File: src/include/csr_defines.svh
`ifndef CSR_DEFINES_SVH
`define CSR_DEFINES_SVH

// Data path width
`define CSR_XLEN 32

// Machine information registers
`define CSR_MVENDORID_VAL 32'h0000_0000
`define CSR_MARCHID_VAL 32'h0000_0000
`define CSR_MIMPID_VAL 32'h0000_0001
`define CSR_MHARTID_VAL 32'h0000_0000

// Fixed trap setup values, writes are dropped
`define CSR_MISA_VAL 32'h4000_0100
`define CSR_MTVEC_VAL 32'h0000_0100
`define CSR_MCOUNTEREN_VAL 32'h0000_0000

// Writable bits of mie: MSIE, MTIE, MEIE
`define CSR_MIE_MASK 32'h0000_0888
// Writable bits of mip: MSIP
`define CSR_MIP_MASK 32'h0000_0008

`endif
File: src/hdl/csr_pkg.sv
package csr_pkg;

    // Encoded like funct3[1:0] of the CSR forms
    typedef enum logic [1:0] {
        csr_op_none = 2'b00,
        csr_op_rw = 2'b01,
        csr_op_rs = 2'b10,
        csr_op_rc = 2'b11
    } csr_op_t;

    // Implemented machine-mode CSR addresses
    typedef enum logic [11:0] {
        // Information registers, read-only
        csr_mvendorid = 12'hf11,
        csr_marchid = 12'hf12,
        csr_mimpid = 12'hf13,
        csr_mhartid = 12'hf14,

        // Trap setup
        csr_mstatus = 12'h300,
        csr_misa = 12'h301,
        csr_mie = 12'h304,
        csr_mtvec = 12'h305,
        csr_mcounteren = 12'h306,

        // Trap handling
        csr_mscratch = 12'h340,
        csr_mepc = 12'h341,
        csr_mcause = 12'h342,
        csr_mtval = 12'h343,
        csr_mip = 12'h344
    } csr_addr_t;

endpackage

File: src/hdl/csr_unit.sv
`timescale 1ns/100ps
`include "csr_defines.svh"

module csr_unit (
    input logic clk,
    input logic rst_n,
    input logic instr_valid,
    input logic [31:0] instr,
    input logic [`CSR_XLEN-1:0] rs1_data,
    output logic rd_wr_en,
    output logic [4:0] rd_addr,
    output logic [`CSR_XLEN-1:0] rd_data,
    output logic illegal_instr,
    output logic mret_valid,
    output logic [`CSR_XLEN-1:0] mret_pc
);

    import csr_pkg::*;

    csr_op_t op;
    csr_addr_t csr_addr;
    logic [4:0] dec_rd_addr;
    logic [`CSR_XLEN-1:0] operand;
    logic csr_wr_req;
    logic is_mret;
    logic decode_illegal;
    logic [`CSR_XLEN-1:0] csr_rdata;
    logic [`CSR_XLEN-1:0] csr_wdata;
    logic addr_hit;
    logic [`CSR_XLEN-1:0] mepc;

    csr_decode decode_i (
        .instr_valid(instr_valid),
        .instr(instr),
        .rs1_data(rs1_data),
        .op(op),
        .csr_addr(csr_addr),
        .rd_addr(dec_rd_addr),
        .operand(operand),
        .csr_wr_req(csr_wr_req),
        .is_mret(is_mret),
        .decode_illegal(decode_illegal)
    );

    csr_execute execute_i (
        .op(op),
        .operand(operand),
        .csr_rdata(csr_rdata),
        .csr_wdata(csr_wdata)
    );

    csr_file file_i (
        .clk(clk),
        .rst_n(rst_n),
        .csr_addr(csr_addr),
        .csr_wr_req(csr_wr_req),
        .decode_illegal(decode_illegal),
        .csr_wdata(csr_wdata),
        .is_mret(is_mret),
        .csr_rdata(csr_rdata),
        .addr_hit(addr_hit),
        .mepc(mepc)
    );

    csr_result result_i (
        .clk(clk),
        .rst_n(rst_n),
        .instr_valid(instr_valid),
        .op(op),
        .rd_addr(dec_rd_addr),
        .csr_rdata(csr_rdata),
        .addr_hit(addr_hit),
        .decode_illegal(decode_illegal),
        .is_mret(is_mret),
        .mepc(mepc),
        .rd_wr_en(rd_wr_en),
        .rd_addr_q(rd_addr),
        .rd_data(rd_data),
        .illegal_instr(illegal_instr),
        .mret_valid(mret_valid),
        .mret_pc(mret_pc)
    );

endmodule

File: src/hdl/csr_result.sv
`timescale 1ns/100ps
`include "csr_defines.svh"

module csr_result (
    input logic clk,
    input logic rst_n,
    input logic instr_valid,
    input csr_pkg::csr_op_t op,
    input logic [4:0] rd_addr,
    input logic [`CSR_XLEN-1:0] csr_rdata,
    input logic addr_hit,
    input logic decode_illegal,
    input logic is_mret,
    input logic [`CSR_XLEN-1:0] mepc,
    output logic rd_wr_en,
    output logic [4:0] rd_addr_q,
    output logic [`CSR_XLEN-1:0] rd_data,
    output logic illegal_instr,
    output logic mret_valid,
    output logic [`CSR_XLEN-1:0] mret_pc
);

    import csr_pkg::*;

    logic is_csr;
    logic illegal_d;
    logic rd_wr_en_d;

    assign is_csr = instr_valid && (op != csr_op_none);

    // A CSR op to a missing address is illegal too
    assign illegal_d = instr_valid && (decode_illegal || (is_csr && !addr_hit));

    // x0 is never written
    assign rd_wr_en_d = is_csr && addr_hit && !decode_illegal && (rd_addr != 5'd0);

    // Strobes last one cycle
    always_ff @(posedge clk)
    begin
        if (!rst_n)
        begin
            rd_wr_en <= 1'b0;
            illegal_instr <= 1'b0;
            mret_valid <= 1'b0;
        end
        else
        begin
            rd_wr_en <= rd_wr_en_d;
            illegal_instr <= illegal_d;
            mret_valid <= instr_valid && is_mret;
        end
    end

    // Old CSR value and redirect target
    always_ff @(posedge clk)
    begin
        rd_addr_q <= rd_addr;
        rd_data <= csr_rdata;
        mret_pc <= mepc;
    end

endmodule

File: src/hdl/csr_file.sv
`timescale 1ns/100ps
`include "csr_defines.svh"

module csr_file (
    input logic clk,
    input logic rst_n,
    input csr_pkg::csr_addr_t csr_addr,
    input logic csr_wr_req,
    input logic decode_illegal,
    input logic [`CSR_XLEN-1:0] csr_wdata,
    input logic is_mret,
    output logic [`CSR_XLEN-1:0] csr_rdata,
    output logic addr_hit,
    output logic [`CSR_XLEN-1:0] mepc
);

    import csr_pkg::*;

    // Only machine mode exists
    localparam logic [1:0] machine_mode = 2'b11;

    logic wr_en;

    // mstatus fields kept as single bits
    logic mstatus_mie;
    logic mstatus_mpie;
    logic [`CSR_XLEN-1:0] mstatus;

    logic [`CSR_XLEN-1:0] mie_q;
    logic [`CSR_XLEN-1:0] mip_q;
    logic [`CSR_XLEN-1:0] mscratch_q;
    logic [`CSR_XLEN-1:0] mepc_q;
    logic [`CSR_XLEN-1:0] mcause_q;
    logic [`CSR_XLEN-1:0] mtval_q;

    assign wr_en = csr_wr_req && !decode_illegal;

    // MPP at 12:11, MPIE at 7, MIE at 3
    assign mstatus = {{(`CSR_XLEN-13){1'b0}}, machine_mode, 3'b000,
                      mstatus_mpie, 3'b000, mstatus_mie, 3'b000};

    always_ff @(posedge clk)
    begin
        if (!rst_n)
        begin
            mstatus_mie <= 1'b0;
            mstatus_mpie <= 1'b0;
            mie_q <= '0;
            mip_q <= '0;
            mscratch_q <= '0;
            mepc_q <= '0;
            mcause_q <= '0;
            mtval_q <= '0;
        end
        else if (is_mret)
        begin
            // Pop the interrupt enable stack
            mstatus_mie <= mstatus_mpie;
            mstatus_mpie <= 1'b1;
        end
        else if (wr_en)
        begin
            case (csr_addr)
                csr_mstatus:
                begin
                    mstatus_mie <= csr_wdata[3];
                    mstatus_mpie <= csr_wdata[7];
                end
                csr_mie:
                begin
                    mie_q <= csr_wdata & `CSR_MIE_MASK;
                end
                csr_mip:
                begin
                    mip_q <= csr_wdata & `CSR_MIP_MASK;
                end
                csr_mscratch:
                begin
                    mscratch_q <= csr_wdata;
                end
                csr_mepc:
                begin
                    // IALIGN is 32, low bits stay zero
                    mepc_q <= {csr_wdata[`CSR_XLEN-1:2], 2'b00};
                end
                csr_mcause:
                begin
                    mcause_q <= csr_wdata;
                end
                csr_mtval:
                begin
                    mtval_q <= csr_wdata;
                end
                default:
                begin
                    // misa, mtvec, mcounteren keep their fixed values
                end
            endcase
        end
    end

    // Read selection
    always_comb
    begin
        addr_hit = 1'b1;
        case (csr_addr)
            csr_mvendorid: csr_rdata = `CSR_MVENDORID_VAL;
            csr_marchid: csr_rdata = `CSR_MARCHID_VAL;
            csr_mimpid: csr_rdata = `CSR_MIMPID_VAL;
            csr_mhartid: csr_rdata = `CSR_MHARTID_VAL;
            csr_mstatus: csr_rdata = mstatus;
            csr_misa: csr_rdata = `CSR_MISA_VAL;
            csr_mie: csr_rdata = mie_q;
            csr_mtvec: csr_rdata = `CSR_MTVEC_VAL;
            csr_mcounteren: csr_rdata = `CSR_MCOUNTEREN_VAL;
            csr_mscratch: csr_rdata = mscratch_q;
            csr_mepc: csr_rdata = mepc_q;
            csr_mcause: csr_rdata = mcause_q;
            csr_mtval: csr_rdata = mtval_q;
            csr_mip: csr_rdata = mip_q;
            default:
            begin
                csr_rdata = '0;
                addr_hit = 1'b0;
            end
        endcase
    end

    // Return address for MRET
    assign mepc = mepc_q;

endmodule

File: src/hdl/csr_execute.sv
`timescale 1ns/100ps
`include "csr_defines.svh"

module csr_execute (
    input csr_pkg::csr_op_t op,
    input logic [`CSR_XLEN-1:0] operand,
    input logic [`CSR_XLEN-1:0] csr_rdata,
    output logic [`CSR_XLEN-1:0] csr_wdata
);

    import csr_pkg::*;

    // Read-modify-write of the old value
    always_comb
    begin
        case (op)
            csr_op_rw:
            begin
                csr_wdata = operand;
            end
            csr_op_rs:
            begin
                // Set the bits given by the operand
                csr_wdata = csr_rdata | operand;
            end
            csr_op_rc:
            begin
                // Clear the bits given by the operand
                csr_wdata = csr_rdata & ~operand;
            end
            default:
            begin
                // Nothing gets written without an op
                csr_wdata = csr_rdata;
            end
        endcase
    end

endmodule

File: src/hdl/csr_decode.sv
`timescale 1ns/100ps
`include "csr_defines.svh"

module csr_decode (
    input logic instr_valid,
    input logic [31:0] instr,
    input logic [`CSR_XLEN-1:0] rs1_data,
    output csr_pkg::csr_op_t op,
    output csr_pkg::csr_addr_t csr_addr,
    output logic [4:0] rd_addr,
    output logic [`CSR_XLEN-1:0] operand,
    output logic csr_wr_req,
    output logic is_mret,
    output logic decode_illegal
);

    import csr_pkg::*;

    localparam logic [6:0] opcode_system = 7'b1110011;
    localparam logic [2:0] f3_priv = 3'b000;
    localparam logic [2:0] f3_reserved = 3'b100;
    localparam logic [31:0] mret_word = 32'h3020_0073;

    logic [2:0] funct3;
    logic [4:0] src_field;
    logic is_system;
    logic csr_form;
    logic ro_space;
    logic unknown_form;

    assign funct3 = instr[14:12];
    // rs1 index for register forms, uimm for immediate forms
    assign src_field = instr[19:15];

    assign is_system = instr[6:0] == opcode_system;
    assign csr_form = is_system && (funct3 != f3_priv) && (funct3 != f3_reserved);

    // Top two address bits set means read-only space
    assign ro_space = instr[31:30] == 2'b11;

    assign csr_addr = csr_addr_t'(instr[31:20]);
    assign rd_addr = instr[11:7];

    // Immediate forms zero-extend the 5-bit uimm
    assign operand = funct3[2] ? {{(`CSR_XLEN-5){1'b0}}, src_field} : rs1_data;

    always_comb
    begin
        op = csr_op_none;
        if (instr_valid && csr_form)
        begin
            case (funct3[1:0])
                2'b01: op = csr_op_rw;
                2'b10: op = csr_op_rs;
                default: op = csr_op_rc;
            endcase
        end
    end

    // RS and RC with a zero source only read
    assign csr_wr_req = (op == csr_op_rw) || ((op != csr_op_none) && (src_field != 5'd0));

    assign is_mret = instr_valid && (instr == mret_word);

    // ECALL, EBREAK and WFI need trap entry, which this unit lacks
    assign unknown_form = is_system &&
        ((funct3 == f3_reserved) || ((funct3 == f3_priv) && (instr != mret_word)));

    assign decode_illegal = instr_valid && (unknown_form || (csr_wr_req && ro_space));

endmodule

File: config.mk
export PLATFORM = sky130hd
export DESIGN_NAME = csr_unit
export DESIGN_NICKNAME = d
export VERILOG_FILES = /design/src/hdl/csr_pkg.sv /design/src/hdl/csr_unit.sv /design/src/hdl/csr_result.sv /design/src/hdl/csr_file.sv /design/src/hdl/csr_execute.sv /design/src/hdl/csr_decode.sv
export VERILOG_INCLUDE_DIRS = /design/src /design/src/include
export SDC_FILE = /design/constraint.sdc
export NUM_CORES = 1
export LEC_CHECK = 0
export ABC_CLOCK_PERIOD_IN_PS = 2720
export BUFFER_PORTS_ARGS = -buffer_cell sky130_fd_sc_hd__buf_2
export CELL_PAD_IN_SITES_DETAIL_PLACEMENT = 0
export CELL_PAD_IN_SITES_GLOBAL_PLACEMENT = 1
export CORE_MARGIN = 3
export CORE_UTILIZATION = 40
export CTS_BUF_LIST = sky130_fd_sc_hd__clkbuf_4 sky130_fd_sc_hd__clkbuf_8 sky130_fd_sc_hd__clkbuf_16
export DETAILED_ROUTE_END_ITERATION = 8
export GPL_TIMING_DRIVEN = 0
export PLACE_DENSITY_LB_ADDON = 0.1
export SYNTH_ARGS = -nofsm -noshare
export SYNTH_HDL_FRONTEND = slang
export SYNTH_HIERARCHICAL = 1
export SYNTH_SLANG_ARGS = --single-unit
File: constraint.sdc
create_clock -name clk -period 2.72 [get_ports clk]
set_clock_uncertainty 0.1 [all_clocks]
set_input_delay 0 -clock clk [delete_from_list [all_inputs] [get_ports clk]]
set_output_delay 0 -clock clk [all_outputs]
set_load 0.02 [all_outputs]
# Yosys cells after proc, flatten, opt, wreduce, memory -nomap -nowiden
# Cells that the tools add are included.
# word_totals
register_bits,202
inputBits,67
# classes
eq_ne,25
n_mux,12
bitwise,4
reduce_logical,38
# ops
op,count
32-bit case mux with 10 select lines,1
"12-bit by 10-bit equality test with 1-bit output, second input constant",10
32-bit case mux with 3 select lines,1
"12-bit equality test, second input constant",4
32-bit AND,1
"32-bit by 30-bit equality test with 1-bit output, second input constant",1
32-bit 2-to-1 mux,1
"32-bit by 30-bit != test with 1-bit output, second input constant",1
32-bit NOT,1
32-bit OR,1
3-bit AND reduction,6
1-bit logical AND,17
14-bit OR reduction,1
5-bit nonzero test,2
"2-bit equality test, second input constant",4
"7-bit equality test, second input constant",1
1-bit 2-to-1 mux,7
2-bit nonzero test,3
"2-bit by 1-bit equality test with 1-bit output, second input constant",2
1-bit logical OR,4
2-bit case mux with 2 select lines,1
"3-bit equality test, second input constant",1
3-bit logical NOT,1
"3-bit != test, second input constant",1
other kinds (5),6

# Depth between registers and ports, before layout
# Gate-level depths: netlist of the first run.
# logic_depth
word_depth,15
depth_mapped,12
depth_no_buf,9

# Cells and area by module
# The synthesis of the first run kept the hierarchy.
# modules_own_cells
mod,n_inst,cells_each,area_each_um2,seq_area_each_um2
csr_file,1,668,6103.4,2642.5
csr_result,1,82,1497.7,1441.4
csr_execute,1,142,928.4,0.0
csr_decode,1,77,558.0,0.0

# Least setup slack after synthesis of the first run
# Ideal clock, no wire load.
# synth_timing
path_kind,input -> register
start,in instr[18]
end,reg file_i.mscratch_q[3]
setup_ps,72
t_arrival_ps,2310
t_required_ps,2548
setup_slack_ps,238
path_stages,9
cell_sequence,or4_4 nor2_4 nand4_2 a211o_1 nor3b_2 nand4_2 nor4b_4 buf_6 mux2i_1
# synth_between
elab_chain_len,9
word_cells_on_any_way,21
classes_between,2 x eq/ne; 2 x mux; 4 x bitwise; 13 x reduce/logical
# synth_lines
element,line_no,source
start: declaration,csr_unit.sv:8,"input logic [31:0] instr,"
32-bit by 30-bit != test with 1-bit output or 5-bit nonzero test (tied branches),"csr_decode.sv:67, csr_decode.sv:61",
"1-bit logical AND, on equally long branches","csr_decode.sv:67, csr_decode.sv:61",
"1-bit logical OR, on equally long branches","csr_decode.sv:67, csr_decode.sv:61",
"1-bit logical AND, on equally long branches","csr_decode.sv:66, csr_decode.sv:69",
1-bit logical OR (*),csr_decode.sv:69,assign decode_illegal = instr_valid && (unknown_form || (csr_wr_req && ro_space));
1-bit logical AND (*),csr_decode.sv:69,
via decode_illegal,csr_unit.sv:26,logic decode_illegal;
1-bit logical NOT (*),csr_file.sv:36,assign wr_en = csr_wr_req && !decode_illegal;
1-bit logical AND (*),csr_file.sv:36,
3-bit AND reduction (no line) (*),-,
end signal: assignment,csr_file.sv:79,mscratch_q <= csr_wdata;
end: declaration,csr_file.sv:31,logic [`CSR_XLEN-1:0] mscratch_q;
# Mark *: on every way through the listed nets, which the timed path passes. The rest lies on a longest branch.
# A chain may end at the register's enable or synchronous reset.

# Worst setup path after layout of the first run
# layout_timing
start,in instr[18]
end,reg file_i.mtval_q[9]
# layout_between
elab_chain_len,9
word_cells_on_any_way,16
classes_between,2 x eq/ne; 1 x bitwise; 13 x reduce/logical
# layout_lines
element,line_no,source
32-bit by 30-bit != test with 1-bit output or 5-bit nonzero test (tied branches),"csr_decode.sv:67, csr_decode.sv:61",
"1-bit logical AND, on equally long branches","csr_decode.sv:67, csr_decode.sv:61",
"1-bit logical OR, on equally long branches","csr_decode.sv:67, csr_decode.sv:61",
"1-bit logical AND, on equally long branches","csr_decode.sv:66, csr_decode.sv:69",
1-bit logical OR (*),csr_decode.sv:69,
1-bit logical AND (*),csr_decode.sv:69,
via decode_illegal,csr_unit.sv:26,
1-bit logical NOT (*),csr_file.sv:36,
1-bit logical AND (*),csr_file.sv:36,
3-bit AND reduction (no line) (*),-,
end signal: assignment,csr_file.sv:92,mtval_q <= csr_wdata;
end: declaration,csr_file.sv:34,logic [`CSR_XLEN-1:0] mtval_q;
# Marks and branches as above.

==> flow_metrics.py, run 1 <==
metrics = {
    "placement": {
        "dp_slack_ns": -0.455,
        "port_buffers": 138,
        "gp_congestion": 0.831,
        "dpl_cell_area_um2": 10100,
        "hpwlAfterDp_um": 19000,
        "placedCellCount": 1388,
    },
    "pwr": {
        "swShare_pct": 22.2,
        "total_power_mw": 6.66,
        "p_switching_mw": 1.48,
        "cell_internal_pwr_mw": 5.18,
        "p_comb_share_pct": 5.2,
        "clockPowerShare_pct": 49.8,
        "pwr-share-seq_pct": 45.0,
        "pwr_density_cell_nw_per_um2": 597,
        "peakVddDrop_uv": 475,
        "p_leak_nw": 4.15,
    },
    "cts": {
        "cts_made_buffers": 23,
        "clk_pin_slew_ns": 0.06,
        "htreeDepth": 1,
        "cts_tree": "yes",
        "cts-root-buf": "clkbuf_16",
        "cts_buffer_depth": 3,
        "clk_latency_ns": 0.52,
        "clock_sinks": 204,
    },
    "global_routing": {
        "grt_remaining_overflow": 0,
        "first_global_vias": 7446,
        "grt_antenna_before_repair": 0,
        "grt_start_max_net_pins": 14,
        "grt_usage_pct": 22.3,
        "grt_pass1_wl_um": 42800,
    },
    "die": {
        "die_h_um": 157,
        "die_x_um": 157,
        "rows": 54,
        "core_um2": 22100,
        "ioPinCount": 139,
        "initial_utilization_pct": 41.1,
        "dieArea_um2": 24600,
    },
    "timing": {
        "setup_ws_ns": 0.114,
        "rsz0062_at_grt": "yes",
        "report.final.setup_viol": 0,
        "hold_viol": 0,
        "fin_setup_tns_ns": 0,
        "worst_pin_slew_ns": 1.14,
        "maxSlewHeadroom_pct": 24.0,
        "fmax_mhz": 384,
        "slew_violations": 0,
        "post-route-period-util_pct": 95.8,
        "finalCriticalPeriod_ns": 2.61,
        "holdWs_ns": 0.0303,
    },
    "critical_path": {
        "critPathRequiredTime_ns": 3.07,
        "crit_type": "input pin to register",
        "cp_max_fo": 10,
        "crit_path_start_kind": "input pin",
        "regToRegStartpoint": "file_i/mie_q[11]",
        "reg2reg_depth": 8,
        "cp-end-kind": "register",
        "reg2reg_setup_slack_ns": 0.41,
        "cp.arrival_ns": 2.95,
        "r2r-end": "file_i/mie_q[11]",
    },
    "detailed_routing": {
        "routed_wl_um": 27800,
        "viasPerCell": 5.15,
        "antenna_left": 0,
        "vias": 7468,
        "post_drt_wl_per_cell_um": 19.2,
        "drt_first_pass_iters": 5,
        "drcViolationCount": 0,
        "drt-initial-drc-count": 466,
    },
    "finish": {
        "syn2layout_area_growth_pct": 22.7,
        "final_area_um2": 11100,
        "nets": 1220,
        "fin_cells": 1449,
        "antenna_cells": 0,
        "final_core_util_pct": 50.5,
        "drive_gt1_share_pct": 22.2,
    },
    "status": {
        "status": "finished clean",
    },
    "hold_path": {
        "hp-class": "input pin to register",
        "min_delay_worst_endpoint": "file_i/mcause_q[17]",
        "worstHoldPathCells": 6,
        "hp-start": "rs1_data[17]",
    },
    "synthesis": {
        "synth_seq_cells": 204,
        "synth_edf_count": 0,
        "synth_seq_area_share_pct": 44.9,
        "synth_area_um2": 9090,
        "ys.flop_type": "dfxtp_1",
        "async_flop_share_pct": 0,
        "yosysUniqueCellTypes": 59,
        "synth.avg_cell_area_um2": 9.38,
        "syn_inst": 969,
        "yosys_warnings": 6,
    },
    "run": {
        "drv_cap": 0,
    },
}
[worst max-delay path, stage by stage]
cell	delay (ns)
buf_2	0.10
or4_4	0.53
nor2_4	0.19
nand4_2	0.12
a211o_1	0.34
nor3b_2	0.27
nand4_2	0.26
nor2_1	0.53
buf_4	0.37
mux2i_1	0.22
[cell usage in the layout, fill, tap and decap left out, types with 4 or more instances in the layout]
master,count
dfxtp_1,204
nand2_1,170
mux2i_1,159
buf_2,153
nor2_1,64
inv_1,39
buf_4,37
a22oi_1,35
xnor2_1,33
o21ai_0,29
clkbuf_1,28
nor2b_1,28
a221oi_1,25
clkbuf_16,23
dlygate4sd3_1,17
a21oi_1,11
o21ai_1,10
nand3_1,8
clkinv_2,5
clkbuf_8,5
bufinv_16,4
buf_6,4
[power by group through the flow]
| stage | Clock (mW) | Combinational [mW] | Sequential (mW) |
|---|---|---|---|
| final | 3.32 | 0.347 | 2.99 |
| after global routing | 3.51 | 0.374 | 2.99 |
| after floorplan | 0 | 0.182 | 3.07 |
| after detailed placement | 0 | 0.332 | 3.06 |
| after CTS | 3.40 | 0.347 | 2.99 |
| after global placement | 0 | 0.332 | 3.06 |
[state kept, by name (all words and copies together), names as in the netlist, 3 cells and up]
signal / flops
result_i/mret_pc: 32
result_i/rd_data: 32
file_i/mtval_q: 32
file_i/mcause_q: 32
file_i/mie_q: 3
result_i/rd_addr_q: 5
file_i/mscratch_q: 32
file_i/mepc: 30
[area by class of cell]
| cell class | instances | area (µm²) |
|---|---|---|
| Tap cell | 280 | 350 |
| Timing Repair Buffer | 158 | 883 |
| Fill cell | 2108 | 10900 |
| Inverter | 39 | 146 |
| Sequential cell | 204 | 4080 |
| Clock inverter | 13 | 178 |
| Multi-Input combinational cell | 639 | 4320 |
| Clock buffer | 28 | 638 |
| Buffer | 88 | 552 |
[routing by layer]
metal	GRT usage, %	part of all wire, %	vias up
met2	37.1	46	215
li1	-	-	3661
met1	30.7	47	3544
met3	2.96	5.5	48
met5	0	0	-
met4	5.84	2.3	0
[cell usage after synthesis, types with 3 or more instances]
cell type	count	area [µm²]
o2bb2ai_1	3	26.3
a21oi_1	11	55.1
xnor2_1	33	289
buf_1	3	11.3
dfxtp_1	204	4080
buf_8	3	45.0
a221oi_1	25	219
o21ai_1	10	50.1
mux2_2	3	33.8
nor4_2	3	37.5
nor4_1	3	18.8
buf_2	15	75.1
buf_4	34	255
nand3_1	8	40.0
mux2_1	3	33.8
inv_1	39	146
a22oi_1	35	263
nor2b_1	28	175
nor3_1	3	15.0
nor2_1	64	240
nand2_1	170	638
buf_6	4	45.0
clkbuf_1	28	105
o21ai_0	29	145
and3_1	3	18.8
mux2i_1	159	1590
[cells by family (layout without fill, tap and decap cells)]
family | Yosys count | in the layout | share of synthesized area [%]
other | 1 | 2 | 0.0413
XOR/XNOR | 33 | 33 | 3.18
flip-flops | 204 | 204 | 44.9
multiplexers | 165 | 165 | 18.3
buffers and inverters | 127 | 326 | 7.67
AND/OR/NAND/NOR | 312 | 312 | 16.4
AO/OA/AOI/OAI | 127 | 127 | 9.56
[repair_timing]
action,CTS,global route
gates resized for setup,0,2
setup buffers,0,3
hold endpoints to repair,12,0
setup endpoints to repair,0,35
hold buffers,17,0
[how the worst max path moves through the flow]
stage	startpoint	end	slack (ns)	depth (start not counted)
2_1_floorplan	instr[18]	file_i/mscratch_q[3]	0.24	9
3_3_place_gp	instr[18]	file_i/mscratch_q[6]	-0.45	10
3_5_place_dp	instr[18]	file_i/mscratch_q[4]	-0.45	10
4_1_cts	instr[18]	file_i/mscratch_q[2]	0.04	10
5_1_grt	instr[18]	file_i/mtval_q[29]	-0.02	10
6_report	instr[18]	file_i/mtval_q[9]	0.11	10
Note: power is estimated with default switching activity, not from simulation.
==> run 2: changes to the inputs <==
- CTS_CLUSTER_DIAMETER: default -> 60
- RECOVER_POWER: default -> 50
- SKIP_CTS_REPAIR_TIMING: default -> 1
==> run 2 against run 1 <==
Critical path type unchanged. Core utilization fell by 0.41 points. The flow now finishes with violations (hold timing). Fmax fell by 0.37%. Non-clock buffer count fell by 4. Worst hold slack got worse by 0.038 ns. Critical path depth did not move. Global-route usage fell by 0.11 points. Combinational power fell by 2%. Flip-flop and latch count did not move.
==> flow_metrics.py, run 2 (synthesized netlist as in run 1, its figures left out) <==
metrics = {
    "detailed_routing": {
        "drcViolationCount": 0,
        "viasPerCell": 5.14,
        "post_drt_wl_per_cell_um": 19.3,
        "vias": 7439,
        "drt-initial-drc-count": 424,
        "antenna_left": 0,
        "routed_wl_um": 27900,
        "drt_first_pass_iters": 5,
    },
    "die": {
        "initial_utilization_pct": 41.1,
        "die_x_um": 157,
        "dieArea_um2": 24600,
        "rows": 54,
        "ioPinCount": 139,
        "die_h_um": 157,
        "core_um2": 22100,
    },
    "run": {
        "drv_cap": 0,
    },
    "timing": {
        "rsz0062_at_grt": "yes",
        "setup_ws_ns": 0.105,
        "post-route-period-util_pct": 96.2,
        "fmax_mhz": 382,
        "holdWs_ns": -0.00811,
        "hold_viol": 1,
        "maxSlewHeadroom_pct": 24.8,
        "finalCriticalPeriod_ns": 2.62,
        "slew_violations": 0,
        "report.final.setup_viol": 0,
        "worst_pin_slew_ns": 1.13,
    },
    "status": {
        "violations": "hold timing",
        "status": "complete, but fails checks",
    },
    "placement": {
        "dp_slack_ns": -0.455,
        "hpwlAfterDp_um": 19000,
        "placedCellCount": 1388,
        "port_buffers": 138,
        "gp_congestion": 0.831,
    },
    "cts": {
        "cts_tree": "yes",
        "clk_pin_slew_ns": 0.05,
        "cts-root-buf": "clkbuf_16",
        "cts_buffer_depth": 3,
        "clock_sinks": 204,
        "cts_made_buffers": 24,
        "clk_latency_ns": 0.51,
        "htreeDepth": 1,
    },
    "finish": {
        "layout_commonest_cell": "dfxtp_1",
        "regArea_um2": 4080,
        "multi_input_area_um2": 4300,
        "final_core_util_pct": 50.0,
        "nets": 1217,
        "drive_gt1_share_pct": 15.6,
        "antenna_cells": 0,
        "fillCellCount": 2146,
        "syn2layout_area_growth_pct": 21.7,
        "fin_cells": 1446,
        "mostFrequentLayoutCells": "dfxtp_1 (204), nand2_1 (170), mux2i_1 (159)",
    },
    "global_routing": {
        "grt_start_max_net_pins": 14,
        "grt_remaining_overflow": 0,
        "first_global_vias": 7384,
        "grt_pass1_wl_um": 42600,
        "grt_usage_pct": 22.2,
        "grt_antenna_before_repair": 0,
    },
    "critical_path": {
        "cp.arrival_ns": 2.94,
        "crit_path_start_kind": "input pin",
        "cp_max_fo": 10,
        "crit_type": "input pin to register",
        "cp-end-kind": "register",
        "critPathRequiredTime_ns": 3.05,
    },
    "pwr": {
        "p_leak_nw": 3.83,
        "peakVddDrop_uv": 403,
        "pwr_density_cell_nw_per_um2": 619,
    },
    "hold_path": {
        "hp-class": "input pin to register",
    },
}
run 2: layer usage:
metal / routed length, µm / track usage [%] / up-vias
met1: 13200 / 30.8 / 3516
met3: 1250 / 2.93 / 45
met2: 12700 / 36.6 / 207
li1: - / - / 3671
met4: 698 / 5.79 / 0
met5: 0 / 0 / -
run 2: through the flow:
| stage | setup TNS [ns] | area (µm²) | power, mW |
|---|---|---|---|
| after floorplan | 0 | 9090 | 3.25 |
| after global placement | -33.56 | 10100 | 3.39 |
| after detailed placement | -34.24 | 10100 | 3.39 |
| after CTS | 0 | 11000 | 6.90 |
| after global routing | -0.278 | 11100 | 7.07 |
| final | 0 | 11100 | 6.84 |
run 2: where the power goes:
group | switching (mW) | internal [mW]
clock | 1.25 | 2.25
sequential | 0.00109 | 2.99
combinational | 0.210 | 0.131
total | 1.47 | 5.38
run 2: critical path, stage by stage:
cell	delay [ns]
buf_2	0.10
or4_4	0.53
nor2_4	0.19
nand4_2	0.12
a211o_1	0.33
nor3b_2	0.28
nand4_2	0.27
nor2_1	0.51
buf_4	0.37
mux2i_1	0.22
run 2: worst paths after layout:
check                                        from              endpoint  slack [ns]  depth (start not counted)
worst max-delay path                    instr[18]     file_i/mtval_q[9]        0.10                         10
worst min-delay path                     instr[7]   result_i/mret_valid      -0.008                          5
worst max register to register  file_i/mtval_q[3]       file_i/mip_q[3]        0.54                          8
worst min register to register    file_i/mepc[24]  result_i/mret_pc[24]        0.27                          0
run 2: cell type report:
cell class | count | share of cell area, %
Sequential cell | 204 | 36.9
Clock inverter | 11 | 1.65
Timing Repair Buffer | 154 | 6.78
Clock buffer | 31 | 6.24
Multi-Input combinational cell | 639 | 38.9
Inverter | 39 | 1.32
Buffer | 88 | 4.97
Tap cell | 280 | 3.17
